### config.mk
export PLATFORM = sky130hd
export DESIGN_NAME = uart_cmd_top
export DESIGN_NICKNAME = d
export VERILOG_FILES = /design/src/rtl/uart_cfg_pkg.sv /design/src/rtl/uart_cmd_pkg.sv /design/src/rtl/uart_cmd_decode.sv /design/src/rtl/uart_tx_frame.sv /design/src/rtl/uart_rx_frame.sv /design/src/rtl/uart_read_result.sv /design/src/rtl/uart_cmd_top.sv
export SDC_FILE = /design/constraint.sdc
export NUM_CORES = 1
export LEC_CHECK = 0
export BUFFER_PORTS_ARGS = -buffer_cell sky130_fd_sc_hd__buf_2
export CORE_UTILIZATION = 64
export DETAILED_ROUTE_END_ITERATION = 6
export PLACE_DENSITY_LB_ADDON = 0.05
export RECOVER_POWER = 25
export SETUP_SLACK_MARGIN = 0.15
export SYNTH_ARGS = -nofsm -noshare
export SYNTH_HDL_FRONTEND = slang
export SYNTH_HIERARCHICAL = 1
export SYNTH_SLANG_ARGS = --single-unit
### constraint.sdc
create_clock -name clk -period 3.1 [get_ports clk]
set_input_delay 0.155 -clock clk [delete_from_list [all_inputs] [get_ports clk]]
set_output_delay 0.155 -clock clk [all_outputs]
set_load 0.05 [all_outputs]
### src/rtl/uart_cfg_pkg.sv
`default_nettype none

package uart_cfg_pkg;

  // Bit time is kept short so a simulation run stays quick.
  localparam int clks_per_bit    = 8;
  localparam int data_bits       = 8;
  localparam int frame_bits      = 11;  // Start, eight data, parity, stop.
  localparam int gap_bits        = 4;   // Idle bits between header and data of a write.
  localparam int rx_timeout_bits = 32;

  localparam int gap_clks        = gap_bits * clks_per_bit;
  localparam int rx_timeout_clks = rx_timeout_bits * clks_per_bit;

  localparam int baud_cnt_w    = $clog2(clks_per_bit);
  localparam int bit_cnt_w     = $clog2(frame_bits);
  localparam int gap_cnt_w     = $clog2(gap_clks);
  localparam int timeout_cnt_w = $clog2(rx_timeout_clks);

  // Receive sampler states.
  localparam int rx_state_w = 3;
  localparam logic [rx_state_w-1:0] rxs_idle   = 3'd0;
  localparam logic [rx_state_w-1:0] rxs_wait   = 3'd1;  // Armed, looking for a low line.
  localparam logic [rx_state_w-1:0] rxs_start  = 3'd2;
  localparam logic [rx_state_w-1:0] rxs_data   = 3'd3;
  localparam logic [rx_state_w-1:0] rxs_parity = 3'd4;
  localparam logic [rx_state_w-1:0] rxs_stop   = 3'd5;

endpackage

`default_nettype wire

### src/rtl/uart_cmd_pkg.sv
`default_nettype none

package uart_cmd_pkg;

  localparam int addr_bits = 7;

  typedef logic [uart_cfg_pkg::data_bits-1:0] uart_byte_t;

  typedef struct packed {
    logic                 rw;     // 1 is write.
    logic [addr_bits-1:0] addr;
    uart_byte_t           wdata;
  } cmd_fields_t;

  // Same word as it goes out on the line.
  typedef struct packed {
    uart_byte_t hdr;
    uart_byte_t data;
  } cmd_bytes_t;

  typedef union packed {
    cmd_fields_t fields;
    cmd_bytes_t  bytes;
  } cmd_word_t;

  typedef struct packed {
    logic parity_err;
    logic timeout;
  } read_status_t;

  // Command sequencer states.
  localparam int seq_state_w = 3;
  localparam logic [seq_state_w-1:0] seq_init      = 3'd0;
  localparam logic [seq_state_w-1:0] seq_idle      = 3'd1;
  localparam logic [seq_state_w-1:0] seq_header    = 3'd2;
  localparam logic [seq_state_w-1:0] seq_gap       = 3'd3;
  localparam logic [seq_state_w-1:0] seq_data      = 3'd4;
  localparam logic [seq_state_w-1:0] seq_wait_resp = 3'd5;

endpackage

`default_nettype wire

### src/rtl/uart_cmd_decode.sv
`timescale 1ns/100ps
`default_nettype none

module uart_cmd_decode (
  input  logic                     clk,
  input  logic                     rst_n,
  input  uart_cmd_pkg::cmd_word_t  cmd_word,
  input  logic                     cmd_vld,
  output logic                     cmd_rdy,
  output logic                     tx_start,
  output uart_cmd_pkg::uart_byte_t tx_byte,
  input  logic                     tx_done,
  output logic                     rx_arm,
  input  logic                     rx_done,
  input  logic                     result_busy
);

  import uart_cfg_pkg::*;
  import uart_cmd_pkg::*;

  logic [seq_state_w-1:0] state;
  logic [gap_cnt_w-1:0]   gap_cnt;
  cmd_word_t              cmd_q;
  logic                   accept;
  logic                   gap_end;

  assign cmd_rdy = (state == seq_idle) && !result_busy;
  assign accept  = cmd_vld && cmd_rdy;

  // Fires one cycle early so the data start bit lands exactly on the gap end.
  assign gap_end = (state == seq_gap) && (gap_cnt == gap_cnt_w'(gap_clks - 2));

  // Header leaves straight from the input word.
  assign tx_start = accept || gap_end;
  assign tx_byte  = (state == seq_idle) ? cmd_word.bytes.hdr : cmd_q.bytes.data;

  always_ff @(posedge clk)
  begin
    if (accept)
    begin
      cmd_q <= cmd_word;
    end
  end

  always_ff @(posedge clk or negedge rst_n)
  begin
    if (!rst_n)
    begin
      state   <= seq_init;
      gap_cnt <= '0;
      rx_arm  <= 1'b0;
    end
    else
    begin
      rx_arm <= 1'b0;
      case (state)
        seq_init:
        begin
          state <= seq_idle;
        end
        seq_idle:
        begin
          if (accept)
          begin
            state <= seq_header;
          end
        end
        seq_header:
        begin
          if (tx_done)
          begin
            if (cmd_q.fields.rw)
            begin
              state   <= seq_gap;
              gap_cnt <= '0;
            end
            else
            begin
              state  <= seq_wait_resp;
              rx_arm <= 1'b1;   // Sampler listens right after the header.
            end
          end
        end
        seq_gap:
        begin
          gap_cnt <= gap_cnt + gap_cnt_w'(1);
          if (gap_end)
          begin
            state <= seq_data;
          end
        end
        seq_data:
        begin
          if (tx_done)
          begin
            state <= seq_idle;
          end
        end
        seq_wait_resp:
        begin
          if (rx_done)
          begin
            state <= seq_idle;
          end
        end
        default:
        begin
          state <= seq_idle;
        end
      endcase
    end
  end

endmodule

`default_nettype wire

### src/rtl/uart_tx_frame.sv
`timescale 1ns/100ps
`default_nettype none

module uart_tx_frame (
  input  logic                     clk,
  input  logic                     rst_n,
  input  logic                     tx_start,
  input  uart_cmd_pkg::uart_byte_t tx_byte,
  output logic                     tx_done,
  output logic                     tx
);

  import uart_cfg_pkg::*;

  logic [frame_bits-1:0] shreg;
  logic [baud_cnt_w-1:0] baud_cnt;
  logic [bit_cnt_w-1:0]  bit_cnt;
  logic                  busy;
  logic                  bit_end;
  logic                  load;

  assign load    = tx_start && !busy;
  assign bit_end = (baud_cnt == baud_cnt_w'(clks_per_bit - 1));
  assign tx_done = busy && bit_end && (bit_cnt == bit_cnt_w'(frame_bits - 1));
  assign tx      = busy ? shreg[0] : 1'b1;   // Line idles high.

  // Frame is shifted out LSB first, start bit in bit 0.
  always_ff @(posedge clk)
  begin
    if (load)
    begin
      shreg <= {1'b1, ^tx_byte, tx_byte, 1'b0};
    end
    else if (busy && bit_end)
    begin
      shreg <= {1'b1, shreg[frame_bits-1:1]};
    end
  end

  always_ff @(posedge clk or negedge rst_n)
  begin
    if (!rst_n)
    begin
      busy     <= 1'b0;
      baud_cnt <= '0;
      bit_cnt  <= '0;
    end
    else if (load)
    begin
      busy     <= 1'b1;
      baud_cnt <= '0;
      bit_cnt  <= '0;
    end
    else if (busy)
    begin
      if (bit_end)
      begin
        baud_cnt <= '0;
        bit_cnt  <= bit_cnt + bit_cnt_w'(1);
        if (tx_done)
        begin
          busy <= 1'b0;
        end
      end
      else
      begin
        baud_cnt <= baud_cnt + baud_cnt_w'(1);
      end
    end
  end

endmodule

`default_nettype wire

### src/rtl/uart_rx_frame.sv
`timescale 1ns/100ps
`default_nettype none

module uart_rx_frame (
  input  logic                       clk,
  input  logic                       rst_n,
  input  logic                       rx,
  input  logic                       rx_arm,
  output logic                       rx_done,
  output uart_cmd_pkg::uart_byte_t   rx_byte,
  output uart_cmd_pkg::read_status_t rx_status
);

  import uart_cfg_pkg::*;

  logic                     rx_s1;
  logic                     rx_s2;
  logic [rx_state_w-1:0]    state;
  logic [baud_cnt_w-1:0]    baud_cnt;
  logic [bit_cnt_w-1:0]     bit_cnt;
  logic [timeout_cnt_w-1:0] timeout_cnt;
  logic                     half_bit;
  logic                     full_bit;
  logic                     timeout_hit;

  assign half_bit    = (baud_cnt == baud_cnt_w'(clks_per_bit / 2 - 1));
  assign full_bit    = (baud_cnt == baud_cnt_w'(clks_per_bit - 1));
  assign timeout_hit = rx_s2 && (timeout_cnt == timeout_cnt_w'(rx_timeout_clks - 1));

  always_ff @(posedge clk or negedge rst_n)
  begin
    if (!rst_n)
    begin
      rx_s1 <= 1'b1;
      rx_s2 <= 1'b1;
    end
    else
    begin
      rx_s1 <= rx;
      rx_s2 <= rx_s1;
    end
  end

  // Byte fills from the top so the first bit ends in bit 0.
  always_ff @(posedge clk)
  begin
    if (state == rxs_idle && rx_arm)
    begin
      rx_byte   <= '0;
      rx_status <= '0;
    end
    else if (state == rxs_wait && timeout_hit)
    begin
      rx_status.timeout <= 1'b1;
    end
    else if (state == rxs_data && full_bit)
    begin
      rx_byte <= {rx_s2, rx_byte[data_bits-1:1]};
    end
    else if (state == rxs_parity && full_bit)
    begin
      rx_status.parity_err <= rx_s2 ^ (^rx_byte);   // Even parity.
    end
  end

  always_ff @(posedge clk or negedge rst_n)
  begin
    if (!rst_n)
    begin
      state       <= rxs_idle;
      baud_cnt    <= '0;
      bit_cnt     <= '0;
      timeout_cnt <= '0;
      rx_done     <= 1'b0;
    end
    else
    begin
      rx_done <= 1'b0;
      case (state)
        rxs_idle:
        begin
          if (rx_arm)
          begin
            state       <= rxs_wait;
            timeout_cnt <= '0;
          end
        end
        rxs_wait:
        begin
          if (!rx_s2)
          begin
            state    <= rxs_start;
            baud_cnt <= '0;
          end
          else if (timeout_hit)
          begin
            state   <= rxs_idle;
            rx_done <= 1'b1;
          end
          else
          begin
            timeout_cnt <= timeout_cnt + timeout_cnt_w'(1);
          end
        end
        rxs_start:
        begin
          if (half_bit)
          begin
            baud_cnt <= '0;
            bit_cnt  <= '0;
            state    <= rx_s2 ? rxs_wait : rxs_data;   // High at mid-bit is a glitch.
          end
          else
          begin
            baud_cnt <= baud_cnt + baud_cnt_w'(1);
          end
        end
        rxs_data, rxs_parity, rxs_stop:
        begin
          if (full_bit)
          begin
            baud_cnt <= '0;
            if (state == rxs_data)
            begin
              bit_cnt <= bit_cnt + bit_cnt_w'(1);
              if (bit_cnt == bit_cnt_w'(data_bits - 1))
              begin
                state <= rxs_parity;
              end
            end
            else if (state == rxs_parity)
            begin
              state <= rxs_stop;
            end
            else
            begin
              // Stop bit value is not checked.
              state   <= rxs_idle;
              rx_done <= 1'b1;
            end
          end
          else
          begin
            baud_cnt <= baud_cnt + baud_cnt_w'(1);
          end
        end
        default:
        begin
          state <= rxs_idle;
        end
      endcase
    end
  end

endmodule

`default_nettype wire

### src/rtl/uart_read_result.sv
`timescale 1ns/100ps
`default_nettype none

module uart_read_result (
  input  logic                       clk,
  input  logic                       rst_n,
  input  logic                       rx_done,
  input  uart_cmd_pkg::uart_byte_t   rx_byte,
  input  uart_cmd_pkg::read_status_t rx_status,
  output logic                       read_vld,
  input  logic                       read_rdy,
  output uart_cmd_pkg::uart_byte_t   read_data,
  output uart_cmd_pkg::read_status_t read_status,
  output logic                       result_busy
);

  // Only one read is ever outstanding, so a new answer never meets a held one.
  always_ff @(posedge clk)
  begin
    if (rx_done)
    begin
      read_data   <= rx_byte;
      read_status <= rx_status;
    end
  end

  always_ff @(posedge clk or negedge rst_n)
  begin
    if (!rst_n)
    begin
      read_vld <= 1'b0;
    end
    else if (rx_done)
    begin
      read_vld <= 1'b1;
    end
    else if (read_rdy)
    begin
      read_vld <= 1'b0;   // Handshake taken.
    end
  end

  assign result_busy = read_vld;

endmodule

`default_nettype wire

### src/rtl/uart_cmd_top.sv
`timescale 1ns/100ps
`default_nettype none

module uart_cmd_top (
  input  logic                       clk,
  input  logic                       rst_n,
  input  uart_cmd_pkg::cmd_word_t    cmd_word,
  input  logic                       cmd_vld,
  output logic                       cmd_rdy,
  input  logic                       rx,
  output logic                       tx,
  output logic                       read_vld,
  input  logic                       read_rdy,
  output uart_cmd_pkg::uart_byte_t   read_data,
  output uart_cmd_pkg::read_status_t read_status
);

  import uart_cmd_pkg::*;

  logic         tx_start;
  uart_byte_t   tx_byte;
  logic         tx_done;
  logic         rx_arm;
  logic         rx_done;
  uart_byte_t   rx_byte;
  read_status_t rx_status;
  logic         result_busy;

  uart_cmd_decode i_decode (
    .clk         (clk),
    .rst_n       (rst_n),
    .cmd_word    (cmd_word),
    .cmd_vld     (cmd_vld),
    .cmd_rdy     (cmd_rdy),
    .tx_start    (tx_start),
    .tx_byte     (tx_byte),
    .tx_done     (tx_done),
    .rx_arm      (rx_arm),
    .rx_done     (rx_done),
    .result_busy (result_busy)
  );

  uart_tx_frame i_tx_frame (
    .clk      (clk),
    .rst_n    (rst_n),
    .tx_start (tx_start),
    .tx_byte  (tx_byte),
    .tx_done  (tx_done),
    .tx       (tx)
  );

  uart_rx_frame i_rx_frame (
    .clk       (clk),
    .rst_n     (rst_n),
    .rx        (rx),
    .rx_arm    (rx_arm),
    .rx_done   (rx_done),
    .rx_byte   (rx_byte),
    .rx_status (rx_status)
  );

  // Holds the answer until the host takes it; this stalls new commands.
  uart_read_result i_read_result (
    .clk         (clk),
    .rst_n       (rst_n),
    .rx_done     (rx_done),
    .rx_byte     (rx_byte),
    .rx_status   (rx_status),
    .read_vld    (read_vld),
    .read_rdy    (read_rdy),
    .read_data   (read_data),
    .read_status (read_status),
    .result_busy (result_busy)
  );

endmodule

`default_nettype wire

==> impl_metrics.json <==
{
  "min-delay-path-class": "input port to register",
  "first_pass_iters": 4,
  "combPwrFrac": 0.020,
  "yosys_warnings": 6,
  "internal_power_mw": 1.45,
  "drc": 0,
  "reg2reg_slack_ns": 0.51,
  "violations": "capacitance limit, slew limit",
  "numPlacedInstances": 427,
  "num_rows": 27,
  "grt_antenna_before_repair": 0,
  "htree_levels": 3,
  "crit_required_ns": 3.33,
  "clkSlewWorstSetupHoldPaths_ns": 0.07,
  "cts_repair_resize_count": 0,
  "die_area_um2": 6210,
  "finalWeightedCongestion": 0.818,
  "place_worst_setup_slack_ns": 0.539,
  "slew_at_the_pin_closest_to_its_max_slew_limit_ns": 2.11,
  "crit_path_top_delay_cell": "sky130_fd_sc_hd__and2_1",
  "track_usage": 0.255,
  "ys_types": 60,
  "rr_worst_depth": 8,
  "p_seq_frac": 0.580,
  "root_buffer": "sky130_fd_sc_hd__clkbuf_8",
  "clkPwrFrac": 0.400,
  "timing.critical_path.from_type": "register",
  "cts_inserted_buffers": 9,
  "mappedNetlistNets": 366,
  "final.min_clock_period_ns": 2.59,
  "post_layout_nonfiller_instances": 453,
  "final_design_area_no_fill_um2": 4250,
  "routed_wl_mm": 7.17,
  "drv_slew": 40,
  "antenna_cells_inserted": 0,
  "crit_type": "register to register",
  "critical_path_peak_fanout": 11,
  "grtUsageMet2": 0.390,
  "outcome": "finished with violations",
  "post_synth_instance_area_um2": 3770,
  "timing.critical_path.to_type": "register",
  "drive_above_1_share": 0.171,
  "min_period_over_period": 0.834,
  "p_leak_nw": 1.75,
  "fin_nets": 409,
  "synth_cells": 333,
  "dieHeight_um": 78.8,
  "global_route.usage.met3": 0.0379,
  "cts_post_setup_buffers_inserted": 0,
  "timing.final.hold_violations": 0,
  "grt_start_max_net_pins": 40,
  "portBuffers": 33,
  "yosys-top-cells-area": "sky130_fd_sc_hd__dfrtp_1, sky130_fd_sc_hd__edfxtp_1, sky130_fd_sc_hd__dfxtp_1",
  "route.antenna.remaining_nets": 0,
  "powerDensity_nw_per_um2": 431,
  "synth_sequential_area_ratio": 0.540,
  "cts_hold_buffers": 10,
  "grt.met1_usage": 0.372,
  "synth.avg_cell_area_um2": 11.3,
  "synth_largest_area_cell": "sky130_fd_sc_hd__dfrtp_1",
  "commonest_cells_after_routing_fill_and_taps_aside": "sky130_fd_sc_hd__nand2_1, sky130_fd_sc_hd__dfrtp_1, sky130_fd_sc_hd__edfxtp_1",
  "globalRouteOverflowTotal": 0,
  "finalPower_mw": 1.83,
  "syn_to_final_growth_pct": 12.7,
  "worst_slack_ns": 0.514,
  "post-route-util": 0.759,
  "vdd_ir_drop_max_v": 0.000318,
  "detailed_placement_hpwl_mm": 4.80,
  "io_pins": 34,
  "drv_cap": 1,
  "worst_r2r_startpoint": "i_tx_frame/baud_cnt[0]$_DFFE_PN0P_",
  "fin_worst_hold_slack_ns": 0.0127,
  "min-delay-start": "cmd_word[15]",
  "grt_pass1_vias": 2503,
  "post_drt_via_cell_ratio": 5.86,
  "cp_common_cell": "sky130_fd_sc_hd__ha_1",
  "timing.clock.skew_ns": 0.00967,
  "grt_pass1_wl_mm": 12.0,
  "dominantRegCellSynth": "sky130_fd_sc_hd__dfrtp_1",
  "layout_commonest_cell": "sky130_fd_sc_hd__nand2_1",
  "ordered_cell_list_for_the_critical_path": "ha_1 > ha_1 > and2_1 > and4b_1 > inv_1 > o2111ai_1 > o2111ai_2 > mux2_1",
  "max_freq_mhz": 387,
  "net_switching_uw": 383,
  "clock_tree_from_tritoncts": "done",
  "initial_core_util": 0.673,
  "whs_path_depth": 1,
  "grt_most_used_layer": "met2",
  "wire_per_inst_um": 15.8,
  "timing.critical_path.max_delay_family": "simple AND/OR/NAND/NOR gates",
  "timing.hold.worst_endpoint": "i_decode/cmd_q[15]$_DFFE_PP_",
  "core_area_um2": 5610,
  "drt_iter0_markers": 205,
  "ctsLongestPathBuffers": 2,
  "rsz0062_at_grt": "false",
  "placed_area_um2": 3970,
  "report.final.setup_viol": 0,
  "max-slew-margin-rel": -0.405,
  "synth_enable_flop_cells": 28,
  "totalNegativeSetupSlack_ns": 0,
  "cp.buffers_inverters": 1,
  "synth.ff_latch_count": 78,
  "floorplan.die.width_um": 78.8,
  "critPathArrivalTime_ns": 2.81,
  "yosysTopAreaCellShare": 0.245,
  "count_of_vias_placed_by_the_detailed_router": 2655,
  "cts.sink_count": 78,
  "reg2reg_to": "i_decode/state[1]$_DFFE_PN0P_",
  "power.share.switching": 0.209,
  "clk-insertion-delay-late_ns": 0.34,
  "crit_path_max_incr_delay_ns": 0.44,
  "async_flop_share": 0.500
}
per-layer routing:
layer,vias to the layer above,part of all wire
met5,-,0
met4,0,0.010
met3,8,0.049
met2,78,0.47
met1,1263,0.47
li1,1306,-
worst register-to-register path: cells and delay by family, from the launching register on:
| kind | cells | cell delay (ns) |
|---|---|---|
| multiplexers | 1 | 0.34 |
| buffers and inverters | 1 | 0.11 |
| AND/OR/NAND/NOR | 2 | 0.83 |
| AO/OA/AOI/OAI | 2 | 0.45 |
| flip-flops | 1 | 0.37 |
| adder cells (fa/ha/maj) | 2 | 0.37 |
Yosys cell counts (all sizes together) (3+ instances only):
cell / number
a21boi: 3
a21oi: 17
a22o: 16
a2bb2oi: 3
buf: 10
clkbuf: 3
dfrtp: 37
dfxtp: 11
edfxtp: 28
ha: 12
inv: 13
mux2: 12
nand2: 38
nand2b: 6
nand3: 11
nand3b: 3
nand4: 4
nor2: 18
nor2b: 5
nor3: 5
o21ai: 15
o31ai: 3
or4: 3
xnor2: 15
xor2: 4
logic make-up after synthesis:
kind of cell / synth area share
buffers and inverters: 0.0325
XOR/XNOR: 0.0500
adder cells (fa/ha/maj): 0.0398
AO/OA/AOI/OAI: 0.146
flip-flops: 0.540
multiplexers: 0.0411
AND/OR/NAND/NOR: 0.151
area by class of cell:
type                       count  area, um2
clock buffer                  10        128
clock inverter                 6       62.6
fill                         397       1350
inverter                      13       48.8
multi-input combinational    229       1610
sequential                    78       2040
tap                           72       90.1
timing repair buffer          45        273
power groups by stage:
stage	logic (mW)	clock network, mW	registers, mW
CTS	0.0364	0.747	1.07
floorplan	0.00354	0	1.09
detailed placement	0.0270	0	1.09
global placement	0.0260	0	1.09
global route	0.0408	0.792	1.07
finish	0.0365	0.733	1.07
flip-flops by register name, summed over array words and instances, names as in the netlist, 2 cells and up:
signal,count
i_decode/cmd_q,9
i_decode/gap_cnt,5
i_decode/state,3
i_read_result/read_data,8
i_read_result/read_status,2
i_rx_frame/baud_cnt,3
i_rx_frame/bit_cnt,4
i_rx_frame/rx_byte,8
i_rx_frame/rx_status,2
i_rx_frame/state,3
i_rx_frame/timeout_cnt,8
i_tx_frame/baud_cnt,3
i_tx_frame/bit_cnt,4
i_tx_frame/shreg,10
how the worst max path moves through the flow:
stage | startpoint | endpoint | slack [ns] | cells past startpoint
4_1_cts | i_tx_frame/baud_cnt[0]$_DFFE_PN0P_ | i_decode/state[1]$_DFFE_PN0P_ | 0.53 | 8
5_1_grt | i_tx_frame/baud_cnt[0]$_DFFE_PN0P_ | i_decode/state[1]$_DFFE_PN0P_ | 0.33 | 8
2_1_floorplan | i_read_result/read_vld$_DFFE_PN0P_ | i_tx_frame/shreg[1]$_DFFE_PP_ | 0.94 | 5
3_3_place_gp | i_tx_frame/baud_cnt[0]$_DFFE_PN0P_ | i_decode/state[1]$_DFFE_PN0P_ | 0.70 | 8
3_5_place_dp | i_tx_frame/baud_cnt[0]$_DFFE_PN0P_ | i_decode/state[1]$_DFFE_PN0P_ | 0.54 | 8
6_report | i_tx_frame/baud_cnt[0]$_DFFE_PN0P_ | i_decode/state[1]$_DFFE_PN0P_ | 0.51 | 8
Power figures use the tool's default switching activity.
